--- src/hw/ddr_bridge_params.svh ---
`ifndef DDR_BRIDGE_PARAMS_SVH
`define DDR_BRIDGE_PARAMS_SVH

// ------------------------------
// Bus widths
// ------------------------------
`define DDR_ADDR_W   24
`define DDR_DATA_W   32
`define DDR_MASK_W   4
`define AXI_ADDR_W   32
`define MEM_WORDS    4096   // Words behind the controller

// ------------------------------
// Queues and arbitration
// ------------------------------
`define QUEUE_DEPTH  16
`define LEVEL_W      5      // Holds 0..QUEUE_DEPTH
`define SWITCH_HIGH  12     // Read to write
`define SWITCH_LOW   4      // Write back to read
`define SAMPLE_RATE  16     // Cycles between mode checks
`define TURN_CYCLES  3

`endif

--- src/hw/ddr_bridge_pkg.sv ---
`include "ddr_bridge_params.svh"

package ddr_bridge_pkg;

  // Controller command codes
  typedef enum logic [2:0] {
    CMD_WRITE = 3'd0,
    CMD_READ  = 3'd1
  } app_cmd_e;

  typedef enum logic {
    MODE_READ  = 1'b0,
    MODE_WRITE = 1'b1
  } arb_mode_e;

  typedef enum logic [1:0] {
    TURN_IDLE,
    TURN_WAIT,
    TURN_OPEN
  } turn_state_e;

  typedef struct packed {
    logic [`DDR_ADDR_W-1:0] addr;   // Word address
    logic [`DDR_DATA_W-1:0] data;
    logic [`DDR_MASK_W-1:0] mask;   // 1 = byte kept
  } wr_req_t;

  typedef struct packed {
    logic [`DDR_ADDR_W-1:0] addr;
  } rd_req_t;

  typedef struct packed {
    logic [`DDR_DATA_W-1:0] data;
    logic                   err;    // Rejected in decode
  } rd_rsp_t;

endpackage

--- src/hw/axil_req_decode.sv ---
`timescale 1ns/100ps
`include "ddr_bridge_params.svh"

module axil_req_decode (
  input  logic                          clk,
  input  logic                          rst_n,
  // AXI4-Lite slave
  input  logic [`AXI_ADDR_W-1:0]        awaddr,
  input  logic                          awvalid,
  output logic                          awready,
  input  logic [`DDR_DATA_W-1:0]        wdata,
  input  logic [`DDR_MASK_W-1:0]        wstrb,
  input  logic                          wvalid,
  output logic                          wready,
  output logic [1:0]                    bresp,
  output logic                          bvalid,
  input  logic                          bready,
  input  logic [`AXI_ADDR_W-1:0]        araddr,
  input  logic                          arvalid,
  output logic                          arready,
  output logic [`DDR_DATA_W-1:0]        rdata,
  output logic [1:0]                    rresp,
  output logic                          rvalid,
  input  logic                          rready,
  // Request queues
  output logic                          wr_push,
  output ddr_bridge_pkg::wr_req_t       wr_req,
  input  logic                          wr_full,
  output logic                          rd_push,
  output ddr_bridge_pkg::rd_req_t       rd_req,
  input  logic                          rd_full,
  // Return path
  output logic                          err_push,
  input  ddr_bridge_pkg::rd_rsp_t       ret_head,
  input  logic                          ret_empty,
  output logic                          ret_pop,
  input  logic                          ret_room
);

  localparam logic [1:0] RESP_OKAY   = 2'b00;
  localparam logic [1:0] RESP_SLVERR = 2'b10;

  logic                wr_ok;
  logic                ar_ok;
  logic [`LEVEL_W:0]   rd_out;   // Good reads not yet delivered on R

  // ------------------------------
  // Write path
  // ------------------------------
  assign wr_ok   = (awaddr[`AXI_ADDR_W-1:2] < `MEM_WORDS);
  assign awready = awvalid & wvalid & ~bvalid & ~wr_full;   // AW and W together
  assign wready  = awready;
  assign wr_push = awready & wr_ok;

  assign wr_req.addr = awaddr[`DDR_ADDR_W+1:2];
  assign wr_req.data = wdata;
  assign wr_req.mask = ~wstrb;   // Controller masks on 1

  always_ff @(posedge clk) begin
    if (!rst_n) begin
      bvalid <= 1'b0;
    end else if (awready) begin
      bvalid <= 1'b1;
    end else if (bready) begin
      bvalid <= 1'b0;
    end
  end

  always_ff @(posedge clk) begin
    if (awready) begin
      bresp <= wr_ok ? RESP_OKAY : RESP_SLVERR;
    end
  end

  // ------------------------------
  // Read path
  // ------------------------------
  // A rejected read waits until every earlier read is out on R,
  // so its marker lands in order
  assign ar_ok   = (araddr[`AXI_ADDR_W-1:2] < `MEM_WORDS);
  assign arready = arvalid & (ar_ok ? ~rd_full : (ret_room & (rd_out == '0)));
  assign rd_push  = arready & ar_ok;
  assign err_push = arready & ~ar_ok;

  assign rd_req.addr = araddr[`DDR_ADDR_W+1:2];

  assign rvalid  = ~ret_empty;
  assign rdata   = ret_head.data;
  assign rresp   = ret_head.err ? RESP_SLVERR : RESP_OKAY;
  assign ret_pop = rvalid & rready;

  always_ff @(posedge clk) begin
    if (!rst_n) begin
      rd_out <= '0;
    end else if (rd_push && !(ret_pop && !ret_head.err)) begin
      rd_out <= rd_out + 1'b1;
    end else if (!rd_push && ret_pop && !ret_head.err) begin
      rd_out <= rd_out - 1'b1;
    end
  end

endmodule

--- src/hw/ddr_bridge_top.sv ---
`timescale 1ns/100ps
`include "ddr_bridge_params.svh"

module ddr_bridge_top (
  input  logic                        clk,
  input  logic                        rst_n,
  // AXI4-Lite slave
  input  logic [`AXI_ADDR_W-1:0]      awaddr,
  input  logic                        awvalid,
  output logic                        awready,
  input  logic [`DDR_DATA_W-1:0]      wdata,
  input  logic [`DDR_MASK_W-1:0]      wstrb,
  input  logic                        wvalid,
  output logic                        wready,
  output logic [1:0]                  bresp,
  output logic                        bvalid,
  input  logic                        bready,
  input  logic [`AXI_ADDR_W-1:0]      araddr,
  input  logic                        arvalid,
  output logic                        arready,
  output logic [`DDR_DATA_W-1:0]      rdata,
  output logic [1:0]                  rresp,
  output logic                        rvalid,
  input  logic                        rready,
  // DDR user interface
  input  logic                        app_rdy,
  input  logic                        app_wdf_rdy,
  input  logic                        app_rd_data_valid,
  input  logic [`DDR_DATA_W-1:0]      app_rd_data,
  output logic                        app_en,
  output ddr_bridge_pkg::app_cmd_e    app_cmd,
  output logic [`DDR_ADDR_W-1:0]      app_addr,
  output logic                        app_wdf_wren,
  output logic                        app_wdf_end,
  output logic [`DDR_DATA_W-1:0]      app_wdf_data,
  output logic [`DDR_MASK_W-1:0]      app_wdf_mask
);

  ddr_bridge_pkg::wr_req_t wr_req;
  ddr_bridge_pkg::wr_req_t wr_head;
  ddr_bridge_pkg::rd_req_t rd_req;
  ddr_bridge_pkg::rd_req_t rd_head;
  ddr_bridge_pkg::rd_rsp_t ret_data;
  ddr_bridge_pkg::rd_rsp_t ret_head;

  logic                wr_push;
  logic                wr_pop;
  logic                wr_empty;
  logic                wr_full;
  logic [`LEVEL_W-1:0] wr_level;
  logic                rd_push;
  logic                rd_pop;
  logic                rd_empty;
  logic                rd_full;
  logic                rd_credit;
  logic                err_push;
  logic                err_room;
  logic                ret_push;
  logic                ret_pop;
  logic                ret_empty;
  logic [`LEVEL_W-1:0] ret_level;

  // ------------------------------
  // Decode stage
  // ------------------------------
  axil_req_decode u_decode (
    .clk, .rst_n,
    .awaddr, .awvalid, .awready, .wdata, .wstrb, .wvalid, .wready,
    .bresp, .bvalid, .bready,
    .araddr, .arvalid, .arready, .rdata, .rresp, .rvalid, .rready,
    .wr_push, .wr_req, .wr_full,
    .rd_push, .rd_req, .rd_full,
    .err_push, .ret_head, .ret_empty, .ret_pop,
    .ret_room (err_room)
  );

  req_fifo #(.WIDTH($bits(ddr_bridge_pkg::wr_req_t))) u_wr_q (
    .clk, .rst_n,
    .push (wr_push), .push_data (wr_req), .pop (wr_pop),
    .head (wr_head), .empty (wr_empty), .full (wr_full), .level (wr_level)
  );

  req_fifo #(.WIDTH($bits(ddr_bridge_pkg::rd_req_t))) u_rd_q (
    .clk, .rst_n,
    .push (rd_push), .push_data (rd_req), .pop (rd_pop),
    .head (rd_head), .empty (rd_empty), .full (rd_full), .level ()
  );

  // ------------------------------
  // Execute and result stages
  // ------------------------------
  ddr_cmd_arbiter u_arbiter (
    .clk, .rst_n,
    .wr_head, .wr_empty, .wr_level, .wr_pop,
    .rd_head, .rd_empty, .rd_pop, .rd_credit,
    .app_rdy, .app_wdf_rdy, .app_en, .app_cmd, .app_addr,
    .app_wdf_wren, .app_wdf_end, .app_wdf_data, .app_wdf_mask
  );

  rd_data_return u_return (
    .clk, .rst_n,
    .rd_issue (rd_pop),   // Read leaves the queue on acceptance
    .app_rd_data_valid, .app_rd_data,
    .err_push, .ret_level, .ret_push, .ret_data, .rd_credit, .err_room
  );

  req_fifo #(.WIDTH($bits(ddr_bridge_pkg::rd_rsp_t))) u_ret_q (
    .clk, .rst_n,
    .push (ret_push), .push_data (ret_data), .pop (ret_pop),
    .head (ret_head), .empty (ret_empty), .full (), .level (ret_level)
  );

endmodule

--- src/hw/ddr_cmd_arbiter.sv ---
`timescale 1ns/100ps
`include "ddr_bridge_params.svh"

module ddr_cmd_arbiter (
  input  logic                          clk,
  input  logic                          rst_n,
  // Queue heads
  input  ddr_bridge_pkg::wr_req_t       wr_head,
  input  logic                          wr_empty,
  input  logic [`LEVEL_W-1:0]           wr_level,
  output logic                          wr_pop,
  input  ddr_bridge_pkg::rd_req_t       rd_head,
  input  logic                          rd_empty,
  output logic                          rd_pop,
  input  logic                          rd_credit,
  // DDR user interface
  input  logic                          app_rdy,
  input  logic                          app_wdf_rdy,
  output logic                          app_en,
  output ddr_bridge_pkg::app_cmd_e      app_cmd,
  output logic [`DDR_ADDR_W-1:0]        app_addr,
  output logic                          app_wdf_wren,
  output logic                          app_wdf_end,
  output logic [`DDR_DATA_W-1:0]        app_wdf_data,
  output logic [`DDR_MASK_W-1:0]        app_wdf_mask
);

  localparam int SMP_W  = $clog2(`SAMPLE_RATE);
  localparam int TURN_W = $clog2(`TURN_CYCLES + 1);

  logic [SMP_W-1:0]            sample_cnt;
  logic                        sample_tick;
  ddr_bridge_pkg::arb_mode_e   mode;
  ddr_bridge_pkg::arb_mode_e   mode_nxt;
  ddr_bridge_pkg::turn_state_e turn_st;
  logic [TURN_W-1:0]           turn_cnt;
  logic                        cmd_done;    // Write command taken
  logic                        data_done;   // Write beat taken
  logic                        busy;
  logic                        wr_go;
  logic                        rd_go;
  logic                        cmd_take;
  logic                        data_take;

  // ------------------------------
  // Mode sampling
  // ------------------------------
  // New mode gets a full interval once the bus has turned
  always_ff @(posedge clk) begin
    if (!rst_n) begin
      sample_cnt <= '0;
    end else if (sample_tick || turn_st == ddr_bridge_pkg::TURN_OPEN) begin
      sample_cnt <= '0;
    end else begin
      sample_cnt <= sample_cnt + 1'b1;
    end
  end

  assign sample_tick = (sample_cnt == SMP_W'(`SAMPLE_RATE - 1));

  always_comb begin
    mode_nxt = mode;
    if (wr_empty) begin
      mode_nxt = ddr_bridge_pkg::MODE_READ;
    end else if (rd_empty) begin
      mode_nxt = ddr_bridge_pkg::MODE_WRITE;
    end else if (wr_level >= `LEVEL_W'(`SWITCH_HIGH)) begin
      mode_nxt = ddr_bridge_pkg::MODE_WRITE;
    end else if (wr_level <= `LEVEL_W'(`SWITCH_LOW)) begin
      mode_nxt = ddr_bridge_pkg::MODE_READ;
    end
  end

  // No switch with a command or beat half way through
  assign busy = cmd_done | data_done | (app_en & ~app_rdy) | (app_wdf_wren & ~app_wdf_rdy);

  always_ff @(posedge clk) begin
    if (!rst_n) begin
      mode     <= ddr_bridge_pkg::MODE_READ;
      turn_st  <= ddr_bridge_pkg::TURN_IDLE;
      turn_cnt <= '0;
    end else begin
      case (turn_st)
        ddr_bridge_pkg::TURN_IDLE: begin
          if (sample_tick && !busy && mode_nxt != mode) begin
            mode     <= mode_nxt;
            turn_st  <= ddr_bridge_pkg::TURN_WAIT;
            turn_cnt <= TURN_W'(`TURN_CYCLES - 1);
          end
        end
        ddr_bridge_pkg::TURN_WAIT: begin
          if (turn_cnt == '0) begin
            turn_st <= ddr_bridge_pkg::TURN_OPEN;
          end else begin
            turn_cnt <= turn_cnt - 1'b1;
          end
        end
        default: turn_st <= ddr_bridge_pkg::TURN_IDLE;
      endcase
    end
  end

  // ------------------------------
  // Issue
  // ------------------------------
  assign wr_go = (mode == ddr_bridge_pkg::MODE_WRITE) &
                 (turn_st != ddr_bridge_pkg::TURN_WAIT) & ~wr_empty;
  assign rd_go = (mode == ddr_bridge_pkg::MODE_READ) &
                 (turn_st != ddr_bridge_pkg::TURN_WAIT) & ~rd_empty & rd_credit;

  assign app_en       = (wr_go & ~cmd_done) | rd_go;
  assign app_wdf_wren = wr_go & ~data_done;
  assign app_wdf_end  = app_wdf_wren;   // One beat per command

  assign cmd_take  = wr_go & ~cmd_done & app_rdy;
  assign data_take = app_wdf_wren & app_wdf_rdy;
  assign wr_pop    = wr_go & (cmd_done | cmd_take) & (data_done | data_take);
  assign rd_pop    = rd_go & app_rdy;

  always_ff @(posedge clk) begin
    if (!rst_n) begin
      cmd_done  <= 1'b0;
      data_done <= 1'b0;
    end else if (wr_pop) begin
      cmd_done  <= 1'b0;
      data_done <= 1'b0;
    end else begin
      if (cmd_take)  cmd_done  <= 1'b1;
      if (data_take) data_done <= 1'b1;
    end
  end

  assign app_cmd      = (mode == ddr_bridge_pkg::MODE_WRITE) ?
                        ddr_bridge_pkg::CMD_WRITE : ddr_bridge_pkg::CMD_READ;
  assign app_addr     = (mode == ddr_bridge_pkg::MODE_WRITE) ? wr_head.addr : rd_head.addr;
  assign app_wdf_data = wr_head.data;
  assign app_wdf_mask = wr_head.mask;

endmodule

--- src/hw/rd_data_return.sv ---
`timescale 1ns/100ps
`include "ddr_bridge_params.svh"

module rd_data_return (
  input  logic                      clk,
  input  logic                      rst_n,
  input  logic                      rd_issue,
  input  logic                      app_rd_data_valid,
  input  logic [`DDR_DATA_W-1:0]    app_rd_data,
  input  logic                      err_push,
  input  logic [`LEVEL_W-1:0]       ret_level,
  output logic                      ret_push,
  output ddr_bridge_pkg::rd_rsp_t   ret_data,
  output logic                      rd_credit,
  output logic                      err_room
);

  logic [`LEVEL_W-1:0] in_flight;
  logic [`LEVEL_W:0]   committed;   // In flight plus already queued

  always_ff @(posedge clk) begin
    if (!rst_n) begin
      in_flight <= '0;
    end else if (rd_issue && !app_rd_data_valid) begin
      in_flight <= in_flight + 1'b1;
    end else if (!rd_issue && app_rd_data_valid) begin
      in_flight <= in_flight - 1'b1;
    end
  end

  // Returned data has no ready, so every issued read owns a slot
  assign committed = {1'b0, in_flight} + {1'b0, ret_level};
  assign rd_credit = (committed < `QUEUE_DEPTH);
  assign err_room  = (in_flight == '0) & (ret_level < `QUEUE_DEPTH);

  assign ret_push      = app_rd_data_valid | err_push;
  assign ret_data.data = app_rd_data_valid ? app_rd_data : '0;
  assign ret_data.err  = ~app_rd_data_valid;   // Marker only without DDR data

endmodule

--- src/hw/req_fifo.sv ---
`timescale 1ns/100ps
`include "ddr_bridge_params.svh"

module req_fifo #(
  parameter int WIDTH = 8
) (
  input  logic                clk,
  input  logic                rst_n,
  input  logic                push,
  input  logic [WIDTH-1:0]    push_data,
  input  logic                pop,
  output logic [WIDTH-1:0]    head,
  output logic                empty,
  output logic                full,
  output logic [`LEVEL_W-1:0] level
);

  localparam int PTR_W = $clog2(`QUEUE_DEPTH);

  logic [WIDTH-1:0] mem [`QUEUE_DEPTH];
  logic [PTR_W-1:0] wr_ptr;
  logic [PTR_W-1:0] rd_ptr;
  logic             do_push;
  logic             do_pop;

  assign do_push = push & ~full;
  assign do_pop  = pop & ~empty;

  always_ff @(posedge clk) begin
    if (do_push) begin
      mem[wr_ptr] <= push_data;
    end
  end

  // Pointers wrap on the power-of-two depth
  always_ff @(posedge clk) begin
    if (!rst_n) begin
      wr_ptr <= '0;
      rd_ptr <= '0;
      level  <= '0;
    end else begin
      if (do_push) wr_ptr <= wr_ptr + 1'b1;
      if (do_pop)  rd_ptr <= rd_ptr + 1'b1;
      if (do_push && !do_pop) begin
        level <= level + 1'b1;
      end else if (do_pop && !do_push) begin
        level <= level - 1'b1;
      end
    end
  end

  assign head  = mem[rd_ptr];   // Fall-through
  assign empty = (level == '0);
  assign full  = (level == `LEVEL_W'(`QUEUE_DEPTH));

endmodule

--- config.mk ---
export PLATFORM = sky130hd
export DESIGN_NAME = ddr_bridge_top
export DESIGN_NICKNAME = d
export VERILOG_FILES = /design/src/hw/ddr_bridge_pkg.sv /design/src/hw/axil_req_decode.sv /design/src/hw/ddr_bridge_top.sv /design/src/hw/ddr_cmd_arbiter.sv /design/src/hw/rd_data_return.sv /design/src/hw/req_fifo.sv
export VERILOG_INCLUDE_DIRS = /design/src /design/src/hw
export SDC_FILE = /design/constraint.sdc
export NUM_CORES = 2
export LEC_CHECK = 0
export BUFFER_PORTS_ARGS = -buffer_cell sky130_fd_sc_hd__buf_2
export CAP_MARGIN = 30
export CORE_ASPECT_RATIO = 0.5
export CORE_MARGIN = 8
export CORE_UTILIZATION = 25
export DETAILED_ROUTE_END_ITERATION = 16
export PLACE_DENSITY = 0.47
export SLEW_MARGIN = 20
export SYNTH_ARGS = -nofsm -noshare
export SYNTH_HDL_FRONTEND = slang
export SYNTH_SLANG_ARGS = --single-unit
--- constraint.sdc ---
create_clock -name clk -period 19.4 [get_ports clk]
set_input_delay 0 -clock clk [delete_from_list [all_inputs] [get_ports clk]]
set_output_delay 0 -clock clk [all_outputs]
set_load 0.01 [all_outputs]
==> results.tsv <==
metric	value	unit
Final Cell Area	88800	um^2
slowest stage cell, crit path	nor3_2	
crit path DAT	4.88	ns
Final Max Slew Viols	0	
Startpoint Class	primary input	
fmax	221	MHz
grt total ovfl	0	
CTS Sinks	1947	
Die Ht	403	um
top cells by count, synth	edfxtp_1 (1,873), mux4_2 (584), clkbuf_1 (112), nand2_1 (105), nor2_1 (97)	
clk slew on worst S/H paths	0.06	ns
RSZ-0062 raised after global routing	false	
starting DRC count in detailed routing	3112	
multiplexer share of the synthesized area	17.8	%
Horiz. Die Dim	790	um
Rows	142	
post-DP HPWL	99.0	mm
max_cap viols	0	
root buffer cell	clkbuf_16	
final WL	189	mm
Post-Syn Instances	3238	
Pre-Repair DR Iteration Count	5	
largest net degree at the start of global routing	111	
Clock Skew	0.0999	ns
post-synthesis simple-gate area fraction	2.04	%
worst hold margin	0.0798	ns
min-delay worst type	primary input to flip-flop	
Synth Area in Adders	0.819	%
Worst Tran Pin Value	0.971	ns
Max-slew headroom	35.2	%
fillers	28900	
setup TNS	0	ns
antenna violations before repair	23	
layout cells sized above 1	31.7	%
Hold Vio Cnt, Final	0	
vias in the first global route	37400	
Primary FF master, synth	edfxtp_1	
final setup fails	0	
Seq cells post-synth	1947	
Post-synth EDFFs	1873	
post-cts resize count	0	
placed cell area	81500	um^2
Switching Fraction	23.1	%
Skew-Pair Late Insertion Delay	0.82	ns
WL per Instance	23.9	um
share of the synthesized area in the top cell type	75.1	%
critical-path cell list	dlygate4sd3_1 -> buf_2 -> nor4_1 -> nand3_1 -> nor3_2 -> nand2_1 -> nor3_2 -> buf_4 -> buf_4	
maximum vdd ir drop	0.0000718	V
Power Dens Cells	105	nW/um^2
minimum clock period	4.53	ns
leakage power	27.0	nW
Synth warnings	0	
drt drc	0	
TritonCTS clock tree	yes	
DRT antenna net count	0	
Seq/Total Area, Yosys	77.1	%
Comb power frac	10.5	%
clk buf depth	4	
clock share of power	38.4	%
GRT Total Usage	11.5	%
Synth-to-Final Area Change	18.6	%
Via density	4.37	
first-pass GRT wire length	271	mm
cell with the most instances after synthesis	edfxtp_1	
slowest stage delay, CP	0.85	ns
Synth Area per Inst	23.1	um^2
setup repair bufs after CTS	0	
Seq pwr share	51.1	%
Core ar.	299000	um^2
total CTS buffers	199	
Die Area	318000	um^2
Critical Path End Type	flip-flop	
CP max FO	39	
Worst Setup Path Type	primary input to flip-flop	
final net count	3925	
Synth Area in Compound Gates	0.709	%
I/O pin cnt	249	
CP required	19.75	ns
NetSw	0.00215	W
Worst Path Buf+Inv	4	
critical path's top delay family	simple AND/OR/NAND/NOR gates	
Initial Utilization	25.1	%
gpl congestion	0.720	
largest family of logic cells by synthesized area	multiplexers	
Area contributors post-synth	edfxtp_1 (75%), mux4_2 (18%), dfxtp_1 (2.0%), ha_1 (0.69%), clkbuf_1 (0.56%)	
asr flop ratio synth	0	%
leading area contributor after synthesis	edfxtp_1	
Post-Synth XOR/XNOR Area	0.408	%
synthesized area	74900	um^2
input/output buffers	240	
internal cell power	0.00716	W
status	completed	
H-tree depth	4	
DR vias	34600	
final period utilization	23.4	%
Unique masters post-synth	57	
==> layer usage <==
metal,wire length [um],vias up,share of wire [%],GRT usage (%)
met1,78100,19000,41,14.5
li1,-,14700,-,-
met4,3710,0,2.0,2.46
met5,0,-,0,0
met2,100000,707,53,21.1
met3,6710,263,3.6,1.51
==> worst register-to-register path, delay by kind of cell (launching register included) <==
family / cells / cell delay, ns
buffers and inverters: 2 / 1.29
and+or+nand+nor: 4 / 1.55
AOI/OAI and AO/OA: 1 / 0.44
DFF: 1 / 0.49
==> cells by family after synthesis <==
| kind of cell | Yosys count |
|---|---|
| AOI/OAI and AO/OA | 78 |
| xor gates and xnor gates | 34 |
| adders and majority gates | 46 |
| buffers and inverters | 208 |
| DFF | 1947 |
| muxes | 600 |
| other | 1 |
| and+or+nand+nor | 324 |
==> final timing paths <==
path              slack (ns)                       to  cells after the start                    start
hold / removal          0.08        u_decode.bresp[1]                      4               awaddr[26]
setup / recovery       14.87        u_wr_q.mem[3][16]                      9               awaddr[18]
hold reg to reg         0.44  u_arbiter.sample_cnt[0]                      1  u_arbiter.sample_cnt[0]
setup reg to reg       15.16        u_wr_q.mem[3][16]                      7          u_wr_q.level[3]
==> what timing repair did <==
item | 4_1_cts | 5_1_grt
hold buffers | 132 | 0
setup endpoints to repair | 0 | 0
hold endpoints to repair | 1910 | 0
==> area by class of cell <==
| cell class | count | area [um^2] | share of cell area [%] |
|---|---|---|---|
| flip-flops and latches | 1947 | 57800 | 65.1 |
| clock buffers | 244 | 5170 | 5.82 |
| multi-input cells | 1086 | 16500 | 18.6 |
| clock inverters | 102 | 743 | 0.837 |
| well taps | 4032 | 5040 | 5.68 |
| inverters | 42 | 158 | 0.178 |
| repair buffers | 461 | 3350 | 3.77 |
| diodes | 5 | 12.5 | 0.0141 |
==> flip-flops by register name (all words and copies together), names as in the netlist, 5 cells and up, named ones only <==
signal	flops
u_rd_q.mem	384
u_ret_q.level	5
u_decode.rd_out	6
u_ret_q.mem	528
u_rd_q.level	5
u_return.in_flight	5
u_wr_q.level	5
u_wr_q.mem	960
==> through the flow <==
step                      total power [W]  util, %  worst slack, ns  instances
after floorplan                   0.00549        -            13.30       3241
after global placement            0.00582     27.2            14.62       7427
after detailed placement          0.00584     27.3            14.54       7434
after CTS                         0.00946     29.7            14.73       7912
after global routing              0.00967     29.7            14.60       7918
final                             0.00931     29.7            14.87       7919
==> power by group through the flow <==
stage,Sequential [W],Combinational [W],Clock (W)
after floorplan,0.00481,0.000681,0
after global placement,0.00485,0.000970,0
after detailed placement,0.00485,0.000988,0
after CTS,0.00476,0.00102,0.00368
after global routing,0.00477,0.00107,0.00384
final,0.00476,0.000979,0.00358
==> cells in the final DEF, fill, tap and decap left out, drive strengths merged, types with 16 or more instances in the layout <==
cell and count:
nor2 97, and2 41, clkinv 88, xor2 19
o21ai 17, nand2 105, dfxtp 74, clkbuf 244
mux2i 16, dlygate4sd3 132, edfxtp 1873, a21oi 32
ha 41, nor4 18, buf 329, inv 45
mux4 584
Note: power is estimated with default switching activity, not from simulation.
